**config.mk**
```make
export PLATFORM = sky130hd
export DESIGN_NAME = i2f_top
export DESIGN_NICKNAME = d
export VERILOG_FILES = /design/src/logic/i2f_pkg.sv /design/src/logic/lzc.sv /design/src/logic/norm_shift.sv /design/src/logic/round_pack.sv /design/src/logic/i2f_core.sv /design/src/logic/apb_i2f_regs.sv /design/src/logic/i2f_top.sv
export VERILOG_INCLUDE_DIRS = /design/src /design/src/include
export SDC_FILE = /design/constraint.sdc
export NUM_CORES = 1
export LEC_CHECK = 0
export BUFFER_PORTS_ARGS = -buffer_cell sky130_fd_sc_hd__buf_2
export CAP_MARGIN = 30
export CORE_AREA = 2 2 164 166
export CTS_BUF_LIST = sky130_fd_sc_hd__clkbuf_8
export DETAILED_ROUTE_END_ITERATION = 10
export DIE_AREA = 0 0 166 168
export SLEW_MARGIN = 20
export SYNTH_ARGS = -nofsm -noshare
export SYNTH_HDL_FRONTEND = slang
export SYNTH_SLANG_ARGS = --single-unit
```
**constraint.sdc**
```tcl
create_clock -name clk_i -period 5.15 [get_ports clk_i]
set_clock_uncertainty 0.05 [all_clocks]
set_input_delay 0 -clock clk_i [delete_from_list [all_inputs] [get_ports clk_i]]
set_output_delay 0 -clock clk_i [all_outputs]
set_load 0.02 [all_outputs]
```
**src/include/i2f_assert.svh**
```systemverilog
/* Assertion macros. Clocked checks are disabled while reset is high and can be
   turned off as a group through the simulator's assertion control. */
`ifndef I2F_ASSERT_SVH
`define I2F_ASSERT_SVH

// Constant check evaluated once when simulation starts
`define ASSERT_INIT(__name, __prop, __desc) \
  initial begin : __name \
    assert (__prop) else $fatal(1, __desc); \
  end

// Property checked on every rising clock edge outside reset
`define ASSERT(__name, __prop, __clk, __rst, __desc) \
  __name : assert property (@(posedge __clk) disable iff (__rst) (__prop)) \
    else $error(__desc);

`endif

```
**src/logic/i2f_pkg.sv**
```systemverilog
/* Shared widths and register map of the integer to float peripheral.
   The core assumes a 32-bit operand and IEEE-754 single precision output. */
`default_nettype none

package i2f_pkg;

  // Operand and result width
  localparam int unsigned DataW = 32;
  // Width of a zero count over DataW bits
  localparam int unsigned CntW = 5;
  // Stored fraction and exponent field widths of single precision
  localparam int unsigned MantW = 23;
  localparam int unsigned ExpW = 8;
  localparam int unsigned ExpBias = 127;

  // APB address width covers the four word registers
  localparam int unsigned ApbAddrW = 4;

  // Register offsets
  localparam logic [ApbAddrW-1:0] RegOperand = 4'h0;
  localparam logic [ApbAddrW-1:0] RegCtrl = 4'h4;
  localparam logic [ApbAddrW-1:0] RegResult = 4'h8;
  localparam logic [ApbAddrW-1:0] RegStatus = 4'hC;

  // Control register field
  localparam int unsigned CtrlSignedBit = 0;

  // Status register field positions
  localparam int unsigned StatBusyBit = 0;
  localparam int unsigned StatLzLsb = 8;
  localparam int unsigned StatTzLsb = 16;
  localparam int unsigned StatZeroBit = 24;

endpackage

`default_nettype wire

```
**src/logic/lzc.sv**
```systemverilog
/* Leading or trailing zero counter. MODE 1 counts from the MSB, MODE 0 from the LSB.
   For an all-zero input empty_o is set and cnt_o holds WIDTH-1. */
`default_nettype none

`include "i2f_assert.svh"

module lzc #(
  parameter int unsigned WIDTH = 32,
  parameter bit          MODE  = 1'b0,
  // Derived from WIDTH and not meant to be overridden
  localparam int unsigned CntWidth = (WIDTH > 1) ? $clog2(WIDTH) : 1
) (
  input  logic [WIDTH-1:0]    in_i,
  output logic [CntWidth-1:0] cnt_o,
  output logic                empty_o
);

  `ASSERT_INIT(width_check, WIDTH >= 1, "lzc input must be at least one bit wide")

  if (WIDTH == 1) begin : gen_single

    // A single bit has only one possible count
    assign cnt_o   = '0;
    assign empty_o = ~in_i[0];

  end else begin : gen_tree

    // Tree depth and number of leaf positions after padding to a power of two
    localparam int unsigned Levels = CntWidth;
    localparam int unsigned Leaves = 2 ** Levels;

    // Input in search order with zero padding above WIDTH
    logic [Leaves-1:0] bits;
    // Heap ordered nodes, the children of node n sit at 2n+1 and 2n+2
    logic [Leaves-2:0]             sel_nodes;
    logic [Leaves-2:0][Levels-1:0] idx_nodes;

    // Leading-zero mode searches the reversed vector, so the lowest set
    // position in bits is the number of zeros above the first one
    always_comb begin
      bits = '0;
      for (int unsigned i = 0; i < WIDTH; i++) begin
        bits[i] = MODE ? in_i[WIDTH-1-i] : in_i[i];
      end
    end

    for (genvar lvl = 0; lvl < Levels; lvl++) begin : gen_level
      localparam int unsigned Base = 2 ** lvl - 1;

      for (genvar k = 0; k < 2 ** lvl; k++) begin : gen_node
        if (lvl == Levels - 1) begin : gen_leaf
          // Bottom level compares two neighbouring input bits
          assign sel_nodes[Base+k] = bits[2*k] | bits[2*k+1];
          assign idx_nodes[Base+k] = bits[2*k] ? Levels'(2 * k) : Levels'(2 * k + 1);
        end else begin : gen_inner
          localparam int unsigned Lo = 2 * (Base + k) + 1;

          // The lower half wins whenever it holds a set bit
          assign sel_nodes[Base+k] = sel_nodes[Lo] | sel_nodes[Lo+1];
          assign idx_nodes[Base+k] = sel_nodes[Lo] ? idx_nodes[Lo] : idx_nodes[Lo+1];
        end
      end
    end

    // The root carries the answer for the whole vector
    assign empty_o = ~sel_nodes[0];

    // Padding can steer the empty case to a lower index, so the count is forced
    assign cnt_o = empty_o ? CntWidth'(WIDTH - 1) : idx_nodes[0];

  end

endmodule

`default_nettype wire

```
**src/logic/norm_shift.sv**
```systemverilog
/* First conversion stage. Expects lz_i to be the exact leading-zero count of
   mag_i, and zero_i to mark a zero magnitude. */
`default_nettype none

`include "i2f_assert.svh"

module norm_shift import i2f_pkg::*; (
  input  logic             clk_i,
  input  logic             rst_i,
  input  logic             valid_i,
  input  logic             sign_i,
  input  logic [DataW-1:0] mag_i,
  input  logic [CntW-1:0]  lz_i,
  input  logic             zero_i,
  output logic             valid_o,
  output logic             sign_o,
  output logic [ExpW-1:0]  exp_o,
  output logic [DataW-1:0] norm_o,
  output logic             zero_o
);

  logic [DataW-1:0] shifted;
  logic [ExpW-1:0]  exp_d;

  // Move the leading one up to the MSB
  assign shifted = mag_i << lz_i;

  // The leading one at bit DataW-1-lz sets the unbiased exponent
  // Zero gets a cleared exponent, stage two packs it as +0 anyway
  assign exp_d = zero_i ? '0 : ExpW'(ExpBias + DataW - 1) - ExpW'(lz_i);

  always_ff @(posedge clk_i) begin
    if (rst_i) begin
      valid_o <= 1'b0;
    end else begin
      valid_o <= valid_i;
    end
  end

  // Data only loads with a valid item
  always_ff @(posedge clk_i) begin
    if (valid_i) begin
      sign_o <= sign_i;
      exp_o  <= exp_d;
      norm_o <= shifted;
      zero_o <= zero_i;
    end
  end

  // The counter and the shifter must agree on where the leading one is
  `ASSERT(norm_msb_a, valid_i && !zero_i |-> shifted[DataW-1], clk_i, rst_i,
          "normalized magnitude lacks its leading one")

endmodule

`default_nettype wire

```
**src/logic/round_pack.sv**
```systemverilog
/* Second conversion stage. Round-to-nearest-even only, no other rounding modes.
   norm_i must have its MSB set unless zero_i is high. */
`default_nettype none

module round_pack import i2f_pkg::*; (
  input  logic             clk_i,
  input  logic             rst_i,
  input  logic             valid_i,
  input  logic             sign_i,
  input  logic [ExpW-1:0]  exp_i,
  input  logic [DataW-1:0] norm_i,
  input  logic             zero_i,
  output logic             valid_o,
  output logic [DataW-1:0] result_o
);

  logic [MantW-1:0] frac;
  logic             guard;
  logic             sticky;
  logic             round_up;
  logic [MantW:0]   frac_rnd;
  logic [ExpW-1:0]  exp_rnd;
  logic [DataW-1:0] packed_d;

  // The MSB is the hidden one, the next MantW bits are the stored fraction
  assign frac = norm_i[DataW-2 -: MantW];

  // First dropped bit
  assign guard = norm_i[DataW-MantW-2];

  // Any other dropped bit set means the value is above the halfway point
  assign sticky = |norm_i[DataW-MantW-3:0];

  // Ties go to the even fraction
  assign round_up = guard & (sticky | frac[0]);

  // One extra bit catches the fraction overflow
  assign frac_rnd = {1'b0, frac} + {{MantW{1'b0}}, round_up};

  // On overflow the value doubles, so the exponent steps up by one
  assign exp_rnd = exp_i + ExpW'(frac_rnd[MantW]);

  // After a carry-out the lower fraction bits are already all zero
  // A zero magnitude always packs as positive zero
  assign packed_d = zero_i ? '0 : {sign_i, exp_rnd, frac_rnd[MantW-1:0]};

  always_ff @(posedge clk_i) begin
    if (rst_i) begin
      valid_o <= 1'b0;
    end else begin
      valid_o <= valid_i;
    end
  end

  always_ff @(posedge clk_i) begin
    if (valid_i) begin
      result_o <= packed_d;
    end
  end

endmodule

`default_nettype wire

```
**src/logic/i2f_core.sv**
```systemverilog
/* Two-stage integer to float core. A start gives done two cycles later and it
   accepts a new start every cycle. There is no stall input. */
`default_nettype none

module i2f_core import i2f_pkg::*; (
  input  logic             clk_i,
  input  logic             rst_i,
  input  logic             start_i,
  input  logic [DataW-1:0] operand_i,
  input  logic             signed_i,
  output logic             done_o,
  output logic [DataW-1:0] result_o,
  output logic [CntW-1:0]  lz_o,
  output logic [CntW-1:0]  tz_o,
  output logic             zero_o
);

  logic             neg;
  logic [DataW-1:0] mag;
  logic [CntW-1:0]  lz;
  logic [CntW-1:0]  tz;
  logic             mag_zero;
  // Stage one outputs
  logic             s1_valid;
  logic             s1_sign;
  logic [ExpW-1:0]  s1_exp;
  logic [DataW-1:0] s1_norm;
  logic             s1_zero;
  // Counts carried along beside the stages
  logic [CntW-1:0]  lz_s1;
  logic [CntW-1:0]  tz_s1;
  logic [CntW-1:0]  lz_s2;
  logic [CntW-1:0]  tz_s2;
  logic             zero_s2;

  // Only a signed operand can be negative
  assign neg = signed_i & operand_i[DataW-1];

  // Negating 0x80000000 wraps back to itself, which is the right unsigned magnitude
  assign mag = neg ? -operand_i : operand_i;

  // Leading zeros give the shift and exponent, empty flags a zero magnitude
  lzc #(.WIDTH(DataW), .MODE(1'b1)) lzc_lead (
    .in_i   (mag),
    .cnt_o  (lz),
    .empty_o(mag_zero)
  );

  // Trailing zeros tell software how many low bits the float can drop
  lzc #(.WIDTH(DataW), .MODE(1'b0)) lzc_trail (
    .in_i   (mag),
    .cnt_o  (tz),
    .empty_o()
  );

  norm_shift stage1 (
    .clk_i  (clk_i),
    .rst_i  (rst_i),
    .valid_i(start_i),
    .sign_i (neg),
    .mag_i  (mag),
    .lz_i   (lz),
    .zero_i (mag_zero),
    .valid_o(s1_valid),
    .sign_o (s1_sign),
    .exp_o  (s1_exp),
    .norm_o (s1_norm),
    .zero_o (s1_zero)
  );

  round_pack stage2 (
    .clk_i   (clk_i),
    .rst_i   (rst_i),
    .valid_i (s1_valid),
    .sign_i  (s1_sign),
    .exp_i   (s1_exp),
    .norm_i  (s1_norm),
    .zero_i  (s1_zero),
    .valid_o (done_o),
    .result_o(result_o)
  );

  // Counts and zero flag follow the item so status lines up with the result
  always_ff @(posedge clk_i) begin
    if (start_i) begin
      lz_s1 <= lz;
      tz_s1 <= tz;
    end
    if (s1_valid) begin
      lz_s2   <= lz_s1;
      tz_s2   <= tz_s1;
      zero_s2 <= s1_zero;
    end
  end

  assign lz_o   = lz_s2;
  assign tz_o   = tz_s2;
  assign zero_o = zero_s2;

endmodule

`default_nettype wire

```
**src/logic/apb_i2f_regs.sv**
```systemverilog
/* APB3 register block. Writes never wait; result and status reads wait while a
   conversion is in flight. Unmapped offsets and writes to read-only registers error. */
`default_nettype none

`include "i2f_assert.svh"

module apb_i2f_regs import i2f_pkg::*; (
  input  logic                clk_i,
  input  logic                rst_i,
  input  logic [ApbAddrW-1:0] paddr_i,
  input  logic                psel_i,
  input  logic                penable_i,
  input  logic                pwrite_i,
  input  logic [DataW-1:0]    pwdata_i,
  output logic [DataW-1:0]    prdata_o,
  output logic                pready_o,
  output logic                pslverr_o,
  output logic                start_o,
  output logic [DataW-1:0]    operand_o,
  output logic                signed_o,
  input  logic                done_i,
  input  logic [DataW-1:0]    result_i,
  input  logic [CntW-1:0]     lz_i,
  input  logic [CntW-1:0]     tz_i,
  input  logic                zero_i
);

  logic             access;
  logic             hit_operand;
  logic             hit_ctrl;
  logic             hit_result;
  logic             hit_status;
  logic             rd_wait;
  logic             err;
  logic             wr_done;
  logic             busy;
  logic [1:0]       pending_q;
  logic [DataW-1:0] result_q;
  logic [CntW-1:0]  lz_q;
  logic [CntW-1:0]  tz_q;
  logic             zero_q;
  logic [DataW-1:0] status;

  assign access      = psel_i & penable_i;
  assign hit_operand = paddr_i == RegOperand;
  assign hit_ctrl    = paddr_i == RegCtrl;
  assign hit_result  = paddr_i == RegResult;
  assign hit_status  = paddr_i == RegStatus;

  // Back-pressure applies to result and status reads only
  assign rd_wait  = ~pwrite_i & busy & (hit_result | hit_status);
  assign pready_o = access & ~rd_wait;

  // Writes may only target operand and control, reads any mapped offset
  assign err = pwrite_i ? ~(hit_operand | hit_ctrl)
                        : ~(hit_operand | hit_ctrl | hit_result | hit_status);
  assign pslverr_o = pready_o & err;
  assign wr_done   = pready_o & pwrite_i & ~err;

  // Conversions in flight, busy as long as any is outstanding
  always_ff @(posedge clk_i) begin
    if (rst_i) begin
      pending_q <= '0;
    end else begin
      pending_q <= pending_q + 2'(wr_done & hit_operand) - 2'(done_i);
    end
  end
  assign busy = pending_q != '0;

  // Start fires the cycle after the write, when the operand register is stable
  always_ff @(posedge clk_i) begin
    if (rst_i) begin
      start_o  <= 1'b0;
      signed_o <= 1'b0;
    end else begin
      start_o <= wr_done & hit_operand;
      if (wr_done && hit_ctrl) begin
        signed_o <= pwdata_i[CtrlSignedBit];
      end
    end
  end

  always_ff @(posedge clk_i) begin
    if (wr_done && hit_operand) begin
      operand_o <= pwdata_i;
    end
  end

  // Result and counts are captured together so status describes the result
  always_ff @(posedge clk_i) begin
    if (rst_i) begin
      result_q <= '0;
      lz_q     <= '0;
      tz_q     <= '0;
      zero_q   <= 1'b0;
    end else if (done_i) begin
      result_q <= result_i;
      lz_q     <= lz_i;
      tz_q     <= tz_i;
      zero_q   <= zero_i;
    end
  end

  always_comb begin
    status = '0;
    status[StatBusyBit] = busy;
    status[StatLzLsb +: CntW] = lz_q;
    status[StatTzLsb +: CntW] = tz_q;
    status[StatZeroBit] = zero_q;
  end

  // Read data is driven only during a read access, operand reads back as zero
  always_comb begin
    prdata_o = '0;
    if (access && !pwrite_i) begin
      if (hit_ctrl) begin
        prdata_o[CtrlSignedBit] = signed_o;
      end else if (hit_result) begin
        prdata_o = result_q;
      end else if (hit_status) begin
        prdata_o = status;
      end
    end
  end

  // The core only finishes work that this block started
  `ASSERT(done_busy_a, done_i |-> busy, clk_i, rst_i, "core done without a pending conversion")

endmodule

`default_nettype wire

```
**src/logic/i2f_top.sv**
```systemverilog
/* APB integer to float peripheral. Allows one conversion in flight at a time
   and rounds to nearest even only. */
`default_nettype none

module i2f_top import i2f_pkg::*; (
  input  logic                clk_i,
  input  logic                rst_i,
  input  logic [ApbAddrW-1:0] paddr_i,
  input  logic                psel_i,
  input  logic                penable_i,
  input  logic                pwrite_i,
  input  logic [DataW-1:0]    pwdata_i,
  output logic [DataW-1:0]    prdata_o,
  output logic                pready_o,
  output logic                pslverr_o
);

  // Register block to core
  logic             start;
  logic [DataW-1:0] operand;
  logic             signed_mode;
  // Core back to the register block
  logic             done;
  logic [DataW-1:0] result;
  logic [CntW-1:0]  lz;
  logic [CntW-1:0]  tz;
  logic             zero;

  apb_i2f_regs regs0 (
    .clk_i    (clk_i),
    .rst_i    (rst_i),
    .paddr_i  (paddr_i),
    .psel_i   (psel_i),
    .penable_i(penable_i),
    .pwrite_i (pwrite_i),
    .pwdata_i (pwdata_i),
    .prdata_o (prdata_o),
    .pready_o (pready_o),
    .pslverr_o(pslverr_o),
    .start_o  (start),
    .operand_o(operand),
    .signed_o (signed_mode),
    .done_i   (done),
    .result_i (result),
    .lz_i     (lz),
    .tz_i     (tz),
    .zero_i   (zero)
  );

  i2f_core core0 (
    .clk_i    (clk_i),
    .rst_i    (rst_i),
    .start_i  (start),
    .operand_i(operand),
    .signed_i (signed_mode),
    .done_o   (done),
    .result_o (result),
    .lz_o     (lz),
    .tz_o     (tz),
    .zero_o   (zero)
  );

endmodule

`default_nettype wire

```
==> results of run 1 <==
[worst max-delay path, cell delays in order, from the launching register on]
cell	delay, ns
edfxtp_1	0.48
inv_1	0.18
ha_1	0.19
buf_4	0.16
or4b_4	0.55
o41ai_4	0.40
xor2_2	0.26
and2_1	0.20
nand4_1	0.11
a31o_1	0.29
a211oi_4	0.29
buf_12	0.29
mux2_2	0.40
mux2i_1	0.20
buf_4	0.19
nor2_1	0.05
a21oi_1	0.15
o32ai_1	0.17
[area by class of cell]
type,instances,area (um^2),area share (%)
Inverter,17,63.8,0.533
Timing Repair Buffer,151,1110,9.30
Tap cell,341,427,3.56
Clock inverter,15,194,1.62
Clock buffer,17,234,1.95
Multi-Input combinational cell,751,5170,43.2
Sequential cell,175,4770,39.8
[flip-flops by register name (all words and copies together) (netlist names), 2 cells and up]
| name | count |
|---|---|
| regs0.lz_q | 5 |
| regs0.result_q | 32 |
| regs0.operand_o | 32 |
| regs0.pending_q | 2 |
| core0.stage1.exp_o | 8 |
| core0.lz_s1 | 5 |
| core0.tz_s1 | 5 |
| regs0.tz_q | 5 |
| core0.tz_o | 5 |
| core0.stage1.norm_o | 31 |
| core0.stage2.result_o | 32 |
| core0.lz_o | 5 |
[per-stage QoR]
stage | instances | util, % | hold WS, ns | total power [mW]
4_1_cts | 1464 | 45.2 | 0.0311 | 2.64
2_1_floorplan | 1007 | - | 0.0489 | 1.58
3_3_place_gp | 1396 | 42.1 | 0.126 | 1.61
5_1_grt | 1467 | 45.4 | 0.0675 | 2.70
3_5_place_dp | 1398 | 42.3 | 0.128 | 1.61
6_report | 1467 | 45.4 | 0.0449 | 2.61
[synthesized netlist by cell type (all sizes together) (27+ instances only)]
master / instances / share of area [%]
a21oi: 35 / 1.7
clkbuf: 41 / 1.5
and2: 27 / 1.6
nor2: 139 / 5.1
nand3: 37 / 1.8
mux2i: 115 / 11
xor2: 29 / 2.5
edfxtp: 126 / 37
dfxtp: 49 / 9.5
nand2: 66 / 2.6
o21ai: 38 / 1.8
xnor2: 27 / 2.3
[final timing paths]
check,from,to,slack (ns)
setup reg to reg,regs0.operand_o[0],core0.stage1.norm_o[11],0.23
setup / recovery,regs0.operand_o[0],core0.stage1.norm_o[11],0.23
hold / removal,paddr_i[2],regs0.start_o,0.04
hold reg to reg,core0.lz_s1[2],core0.lz_o[2],0.38
[layout by cell type (no fill, tap or decap), types with 4 or more instances in the layout]
cell | Yosys | layout
a211oi_1 | 9 | 9
a21boi_0 | 5 | 4
a21oi_1 | 34 | 34
a2bb2oi_1 | 5 | 5
a31oi_1 | 6 | 6
a41oi_1 | 5 | 5
and2_1 | 27 | 27
and3_1 | 12 | 12
and4_1 | 5 | 4
buf_12 | 1 | 4
buf_2 | 9 | 74
buf_4 | 3 | 36
clkbuf_8 | 0 | 17
clkinv_8 | 0 | 4
dfxtp_1 | 49 | 46
dlygate4sd3_1 | 0 | 35
edfxtp_1 | 126 | 126
ha_1 | 7 | 7
inv_1 | 14 | 14
inv_8 | 0 | 5
mux2_2 | 22 | 22
mux2i_1 | 115 | 115
nand2_1 | 63 | 63
nand3_1 | 37 | 37
nand4_1 | 15 | 15
nor2_1 | 138 | 136
nor2b_1 | 11 | 11
nor3_1 | 18 | 17
nor3_2 | 3 | 4
nor4_1 | 13 | 13
o211ai_1 | 8 | 8
o21a_1 | 6 | 6
o21ai_0 | 34 | 34
or2_2 | 4 | 4
or3_1 | 14 | 14
xnor2_1 | 27 | 27
xor2_1 | 28 | 28
[repair_timing]
action | CTS | global route
endpoints found under the hold margin | 34 | 23
resized for setup | 0 | 3
setup endpoints to repair | 0 | 10
hold buffers | 34 | 1
[layer usage]
| layer | part of all wire, % | up-vias | global-route usage, % |
|---|---|---|---|
| met1 | 47 | 3704 | 24.7 |
| met2 | 48 | 169 | 31.8 |
| met4 | 1.9 | 0 | 5.67 |
| li1 | - | 3910 | - |
| met3 | 2.9 | 33 | 2.87 |
| met5 | 0 | - | 0 |
[kinds of logic (layout without fill, tap and decap cells)]
group                      Yosys count  after routing
adders and majority gates            7              7
and+or+nand+nor                    385            385
xor gates and xnor gates            56             56
buffers and inverters               81            200
muxes                              141            141
AOI/OAI and AO/OA                  162            162
DFF                                175            175
[power groups by stage]
stage	Clock, mW	Sequential [mW]	Combinational (mW)
after floorplan	0	1.53	0.0436
after global placement	0	1.53	0.0723
after detailed placement	0	1.53	0.0734
after CTS	1.04	1.50	0.0927
after global routing	1.10	1.50	0.105
final	1.01	1.50	0.0961
==> flow_metrics.py, run 1 <==
metrics = {
    "global_route": {
        "grt_pass1_vias": 7810,
        "antenna_found_initial": 0,
        "grt_first_pass_wirelength_um": 41800,
        "grt_max_degree": 53,
        "grt_overflow": 0,
        "grtUsageTotal_pct": 18.7,
    },
    "detailed_routing": {
        "drtIter0Drc": 536,
        "drt_wl_total_um": 25600,
        "drt_pass1_iterations": 4,
        "num_vias": 7816,
        "avgViaCountPerCell": 5.33,
        "ant_nets": 0,
        "drc": 0,
        "wire_per_inst_um": 17.5,
    },
    "synth": {
        "ys_seq_area_share_pct": 46.2,
        "synth.distinct_cells": 93,
        "muxShareOfSynthArea_pct": 14.1,
        "synth_edf_count": 126,
        "synth-main-ff-cell": "edfxtp_1",
        "syn-num-nets": 1055,
        "synth_top_family_by_area": "simple AND/OR/NAND/NOR gates",
        "syn_inst": 1007,
        "synth_fa_ha_area_share_pct": 0.849,
        "synthArstFlopShare_pct": 0,
        "synth_compound_area_share_pct": 11.3,
        "synthXorXnorAreaFrac_pct": 4.83,
        "yosys.area_share.simple_pct": 18.9,
        "yosys_register_bits": 175,
        "yosysWarnings": 0,
        "netlist_area_mm2": 0.0103,
        "syn_avg_cell_area_um2": 10.2,
    },
    "worst_setup_path": {
        "critPathMaxFanout": 41,
        "arrival_ns": 5.04,
        "start_kind": "flop",
        "reg2reg_depth": 17,
        "critical_path_class": "flop to flop",
        "worstSetupEndpointType": "flop",
        "worstPathRequired_ns": 5.28,
    },
    "run": {
        "max_cap_violations": 0,
    },
    "finish": {
        "fin_area_mm2": 0.0120,
        "syn_to_final_growth_pct": 16.1,
        "nFillCells": 2496,
        "nNetsFinal": 1161,
        "drive_above_1_share_pct": 18.8,
        "antenna_cells": 0,
    },
    "sta": {
        "slew_violations": 0,
        "setup_viol": 0,
        "setup_ws_ns": 0.231,
        "fin_crit_sh_pct": 95.5,
        "hold_viol_final": 0,
        "min_period_ns": 4.92,
        "worst_slew_pin_slew_ns": 0.678,
        "maxSlewHeadroom_pct": 54.8,
        "fin_setup_tns_ns": 0,
        "rsz0062_at_grt": "no",
        "max_freq_mhz": 203,
    },
    "floorplanning": {
        "die_w_um": 166,
        "die_h_um": 168,
        "ioPinCount": 75,
        "start_util_pct": 39.1,
        "rows": 60,
        "fp.dieArea_mm2": 0.0279,
        "core-area_mm2": 0.0264,
    },
    "worst_hold_path": {
        "min_path_cells": 2,
        "worst_hold_path_type": "input port to flop",
    },
    "run_status": {
        "status": "complete, no violations",
    },
    "power": {
        "irDropWorstVdd_mv": 0.153,
        "switching_power_uw": 645,
        "power_per_cell_area_mw_per_mm2": 218,
        "switching_share_pct": 24.7,
        "p_int_mw": 1.97,
        "p_seq_share_pct": 57.5,
        "comb_power_share_pct": 3.7,
        "p_clk_share_pct": 38.8,
        "leakagePower_nw": 4.27,
    },
    "clock_network": {
        "post-cts-setup-buffers": 0,
        "cts_tree": "built",
        "ctsHtreeMaxLevel": 4,
        "clkTransAtPathRegs_ns": 0.11,
        "clock_latency_ns": 0.48,
        "cts.sinks": 175,
        "cts-root-buf": "clkbuf_8",
        "cts_buffers": 17,
        "cts_buffer_depth": 2,
    },
    "place": {
        "port_buffers": 74,
        "gp_congestion": 0.882,
        "place_area_mm2": 0.0111,
        "dp_hpwl_um": 19000,
        "dp_slack_ns": 0.281,
    },
}
(Power assumes the default switching activity.)
==> run 2: changes to the inputs <==
- CORE_AREA: 2 2 164 166 -> 2 2 155 157
- CTS_BUF_LIST: sky130_fd_sc_hd__clkbuf_8 -> default
- DIE_AREA: 0 0 166 168 -> 0 0 157 159
- clock period: 5.15 -> 4.7 ns (I/O delays scaled with it)
==> run 2 against run 1 <==
- clock power rose by 39%
- flip-flop and latch count unchanged
- non-clock buffer count up 32
- cell area rose by 3.7%
- die area fell by 10%
- global-route usage up 2.0 points
- clock-buffer cell count unchanged
- register-to-register slack is essentially flat
- first-iteration DRC count increased by 3.5%
- maximum frequency is 10% higher
- largest power group unchanged
==> flow_metrics.py, run 2 (synthesized netlist as in run 1, its figures left out) <==
metrics = {
    "sta": {
        "maxSlewHeadroom_pct": 37.1,
        "worst_slew_pin_slew_ns": 0.943,
        "fin_crit_sh_pct": 95.0,
        "max_freq_mhz": 224,
        "hold_viol_final": 0,
        "slew_violations": 0,
        "min_period_ns": 4.46,
        "setup_viol": 0,
    },
    "clock_network": {
        "clock_latency_ns": 0.44,
        "cts-root-buf": "clkbuf_16",
        "clkTransAtPathRegs_ns": 0.07,
        "cts_buffers": 17,
        "ctsHtreeMaxLevel": 4,
        "cts_buffer_depth": 2,
        "post-cts-setup-buffers": 0,
        "cts.sinks": 175,
        "cts_tree": "built",
    },
    "worst_setup_path": {
        "slowest_stage": "or4b_4",
        "arrival_ns": 4.61,
        "critPathLaunch": "regs0.operand_o[0]",
        "worstPathRequired_ns": 4.84,
        "r2r_start": "regs0.operand_o[0]",
        "critical_path_class": "flop to flop",
        "worstSetupEndpointType": "flop",
        "r2r_end": "core0.stage1.norm_o[17]",
        "reg2reg_depth": 15,
        "critPathMaxFanout": 21,
        "cp_common_cell": "mux2_2",
        "rrSetupSlack_ns": 0.24,
        "critPathMaxStageDelay_ns": 0.57,
        "start_kind": "flop",
        "path_cells": "inv_1 > ha_1 > or4b_4 > o41ai_4 > xor2_2 > and2_1 > nand4_1 > a31o_1 > a211oi_4 > buf_12 > mux2_2 > mux2_2 > mux2i_1 > o221ai_1 > o21a_1",
    },
    "global_route": {
        "grt_pass1_vias": 7758,
        "antenna_found_initial": 0,
        "grt_first_pass_wirelength_um": 41000,
        "grt_max_degree": 53,
        "grt_overflow": 0,
        "grtUsageTotal_pct": 20.7,
    },
    "floorplanning": {
        "rows": 56,
        "ioPinCount": 75,
        "core-area_mm2": 0.0232,
        "fp.dieArea_mm2": 0.0250,
        "die_h_um": 159,
        "die_w_um": 157,
        "start_util_pct": 44.5,
    },
    "finish": {
        "layout_common_cells": "137 x nor2_1, 126 x edfxtp_1, 113 x mux2i_1",
        "antenna_cells": 0,
        "nFillCells": 2052,
        "nNetsFinal": 1193,
        "syn_to_final_growth_pct": 20.4,
        "fin_cells": 1477,
        "mostFrequentLayoutCell": "nor2_1",
        "largestRegisters": "core0.stage2.result_o: 32 flops, regs0.operand_o: 32 flops, regs0.result_q: 32 flops",
        "drive_above_1_share_pct": 21.6,
    },
    "detailed_routing": {
        "avgViaCountPerCell": 5.47,
        "num_vias": 8072,
        "drc": 0,
        "drtIter0Drc": 555,
        "ant_nets": 0,
        "wire_per_inst_um": 17.2,
        "drt_pass1_iterations": 7,
        "drt_wl_total_um": 25500,
    },
    "worst_hold_path": {
        "worst_hold_path_type": "input port to flop",
        "min_path_cells": 2,
        "hp-start": "paddr_i[2]",
        "hold_path_end": "regs0.start_o",
    },
    "run_status": {
        "status": "complete, no violations",
    },
    "place": {
        "dp_hpwl_um": 18400,
        "gp_congestion": 0.895,
        "placed_cells": 1409,
        "port_buffers": 74,
    },
    "power": {
        "power.total_mw": 3.15,
        "irDropWorstVdd_mv": 0.196,
        "leakagePower_nw": 4.52,
        "power_per_cell_area_mw_per_mm2": 254,
    },
    "run": {
        "max_cap_violations": 0,
    },
}
run 2: cell count changes in the layout (fill, tap and decap cells not counted), sizes merged:
cell	delta
buf	+32
bufinv	-1
clkbuf	+1
clkinv	+1
clkinvlp	-1
dlygate4sd3	-1
inv	+1
run 2: worst max-delay path by stage:
stage | to | slack, ns
after floorplan | core0.stage1.norm_o[24] | 0.37
after global placement | core0.stage1.norm_o[25] | 0.31
after detailed placement | core0.stage1.norm_o[17] | 0.28
after CTS | core0.stage1.norm_o[25] | 0.24
after global routing | core0.stage1.norm_o[29] | -0.01
final | core0.stage1.norm_o[17] | 0.24
run 2: report_power, final:
group	leakage [nW]	total, mW	internal, mW	switching (mW)
registers	1.56	1.65	1.64	0.00397
logic	2.67	0.107	0.0562	0.0507
clock network	0.290	1.40	0.714	0.682
total	4.52	3.15	2.41	0.737
run 2: area by class of cell:
class | instances | area (um^2) | share of cell area (%)
Sequential cell | 175 | 4770 | 38.4
Multi-Input combinational cell | 751 | 5220 | 42.0
Clock inverter | 15 | 166 | 1.34
Inverter | 17 | 63.8 | 0.514
Clock buffer | 17 | 425 | 3.43
Timing Repair Buffer | 183 | 1370 | 11.1
Tap cell | 319 | 399 | 3.22
run 2: through the flow:
step	setup WS, ns	setup TNS [ns]	hold WS [ns]	utilization [%]	area [um^2]
floorplan	0.369	0	0.0489	-	10300
detailed placement	0.282	0	0.128	49.1	11400
global placement	0.314	0	0.127	48.9	11300
finish	0.235	0	0.0797	53.5	12400
CTS	0.241	0	0.0834	53.1	12300
global route	-0.0118	-0.0118	0.0971	53.5	12400
run 2: what timing repair did:
action,CTS,global route
gates resized for setup,0,10
setup endpoints to repair,0,18
hold buffers,34,0
hold endpoints to repair,34,0
run 2: worst max-delay path: cells and delay by family (launching register included):
| kind | cells | cell delay (ns) |
|---|---|---|
| AOI/OAI and AO/OA | 5 | 1.27 |
| and+or+nand+nor | 3 | 0.88 |
| muxes | 3 | 0.82 |
| DFF | 1 | 0.41 |
| buffers and inverters | 2 | 0.33 |
| xor gates and xnor gates | 1 | 0.25 |
| adders and majority gates | 1 | 0.20 |
run 2: layer usage:
metal	wire length [um]	vias up	GRT usage (%)	share of wire, %
met3	1210	41	3.76	4.7
met1	11600	3821	28.2	46
met2	12000	221	33.0	47
li1	-	3989	-	-
met4	601	0	7.51	2.4
met5	0	-	0	0
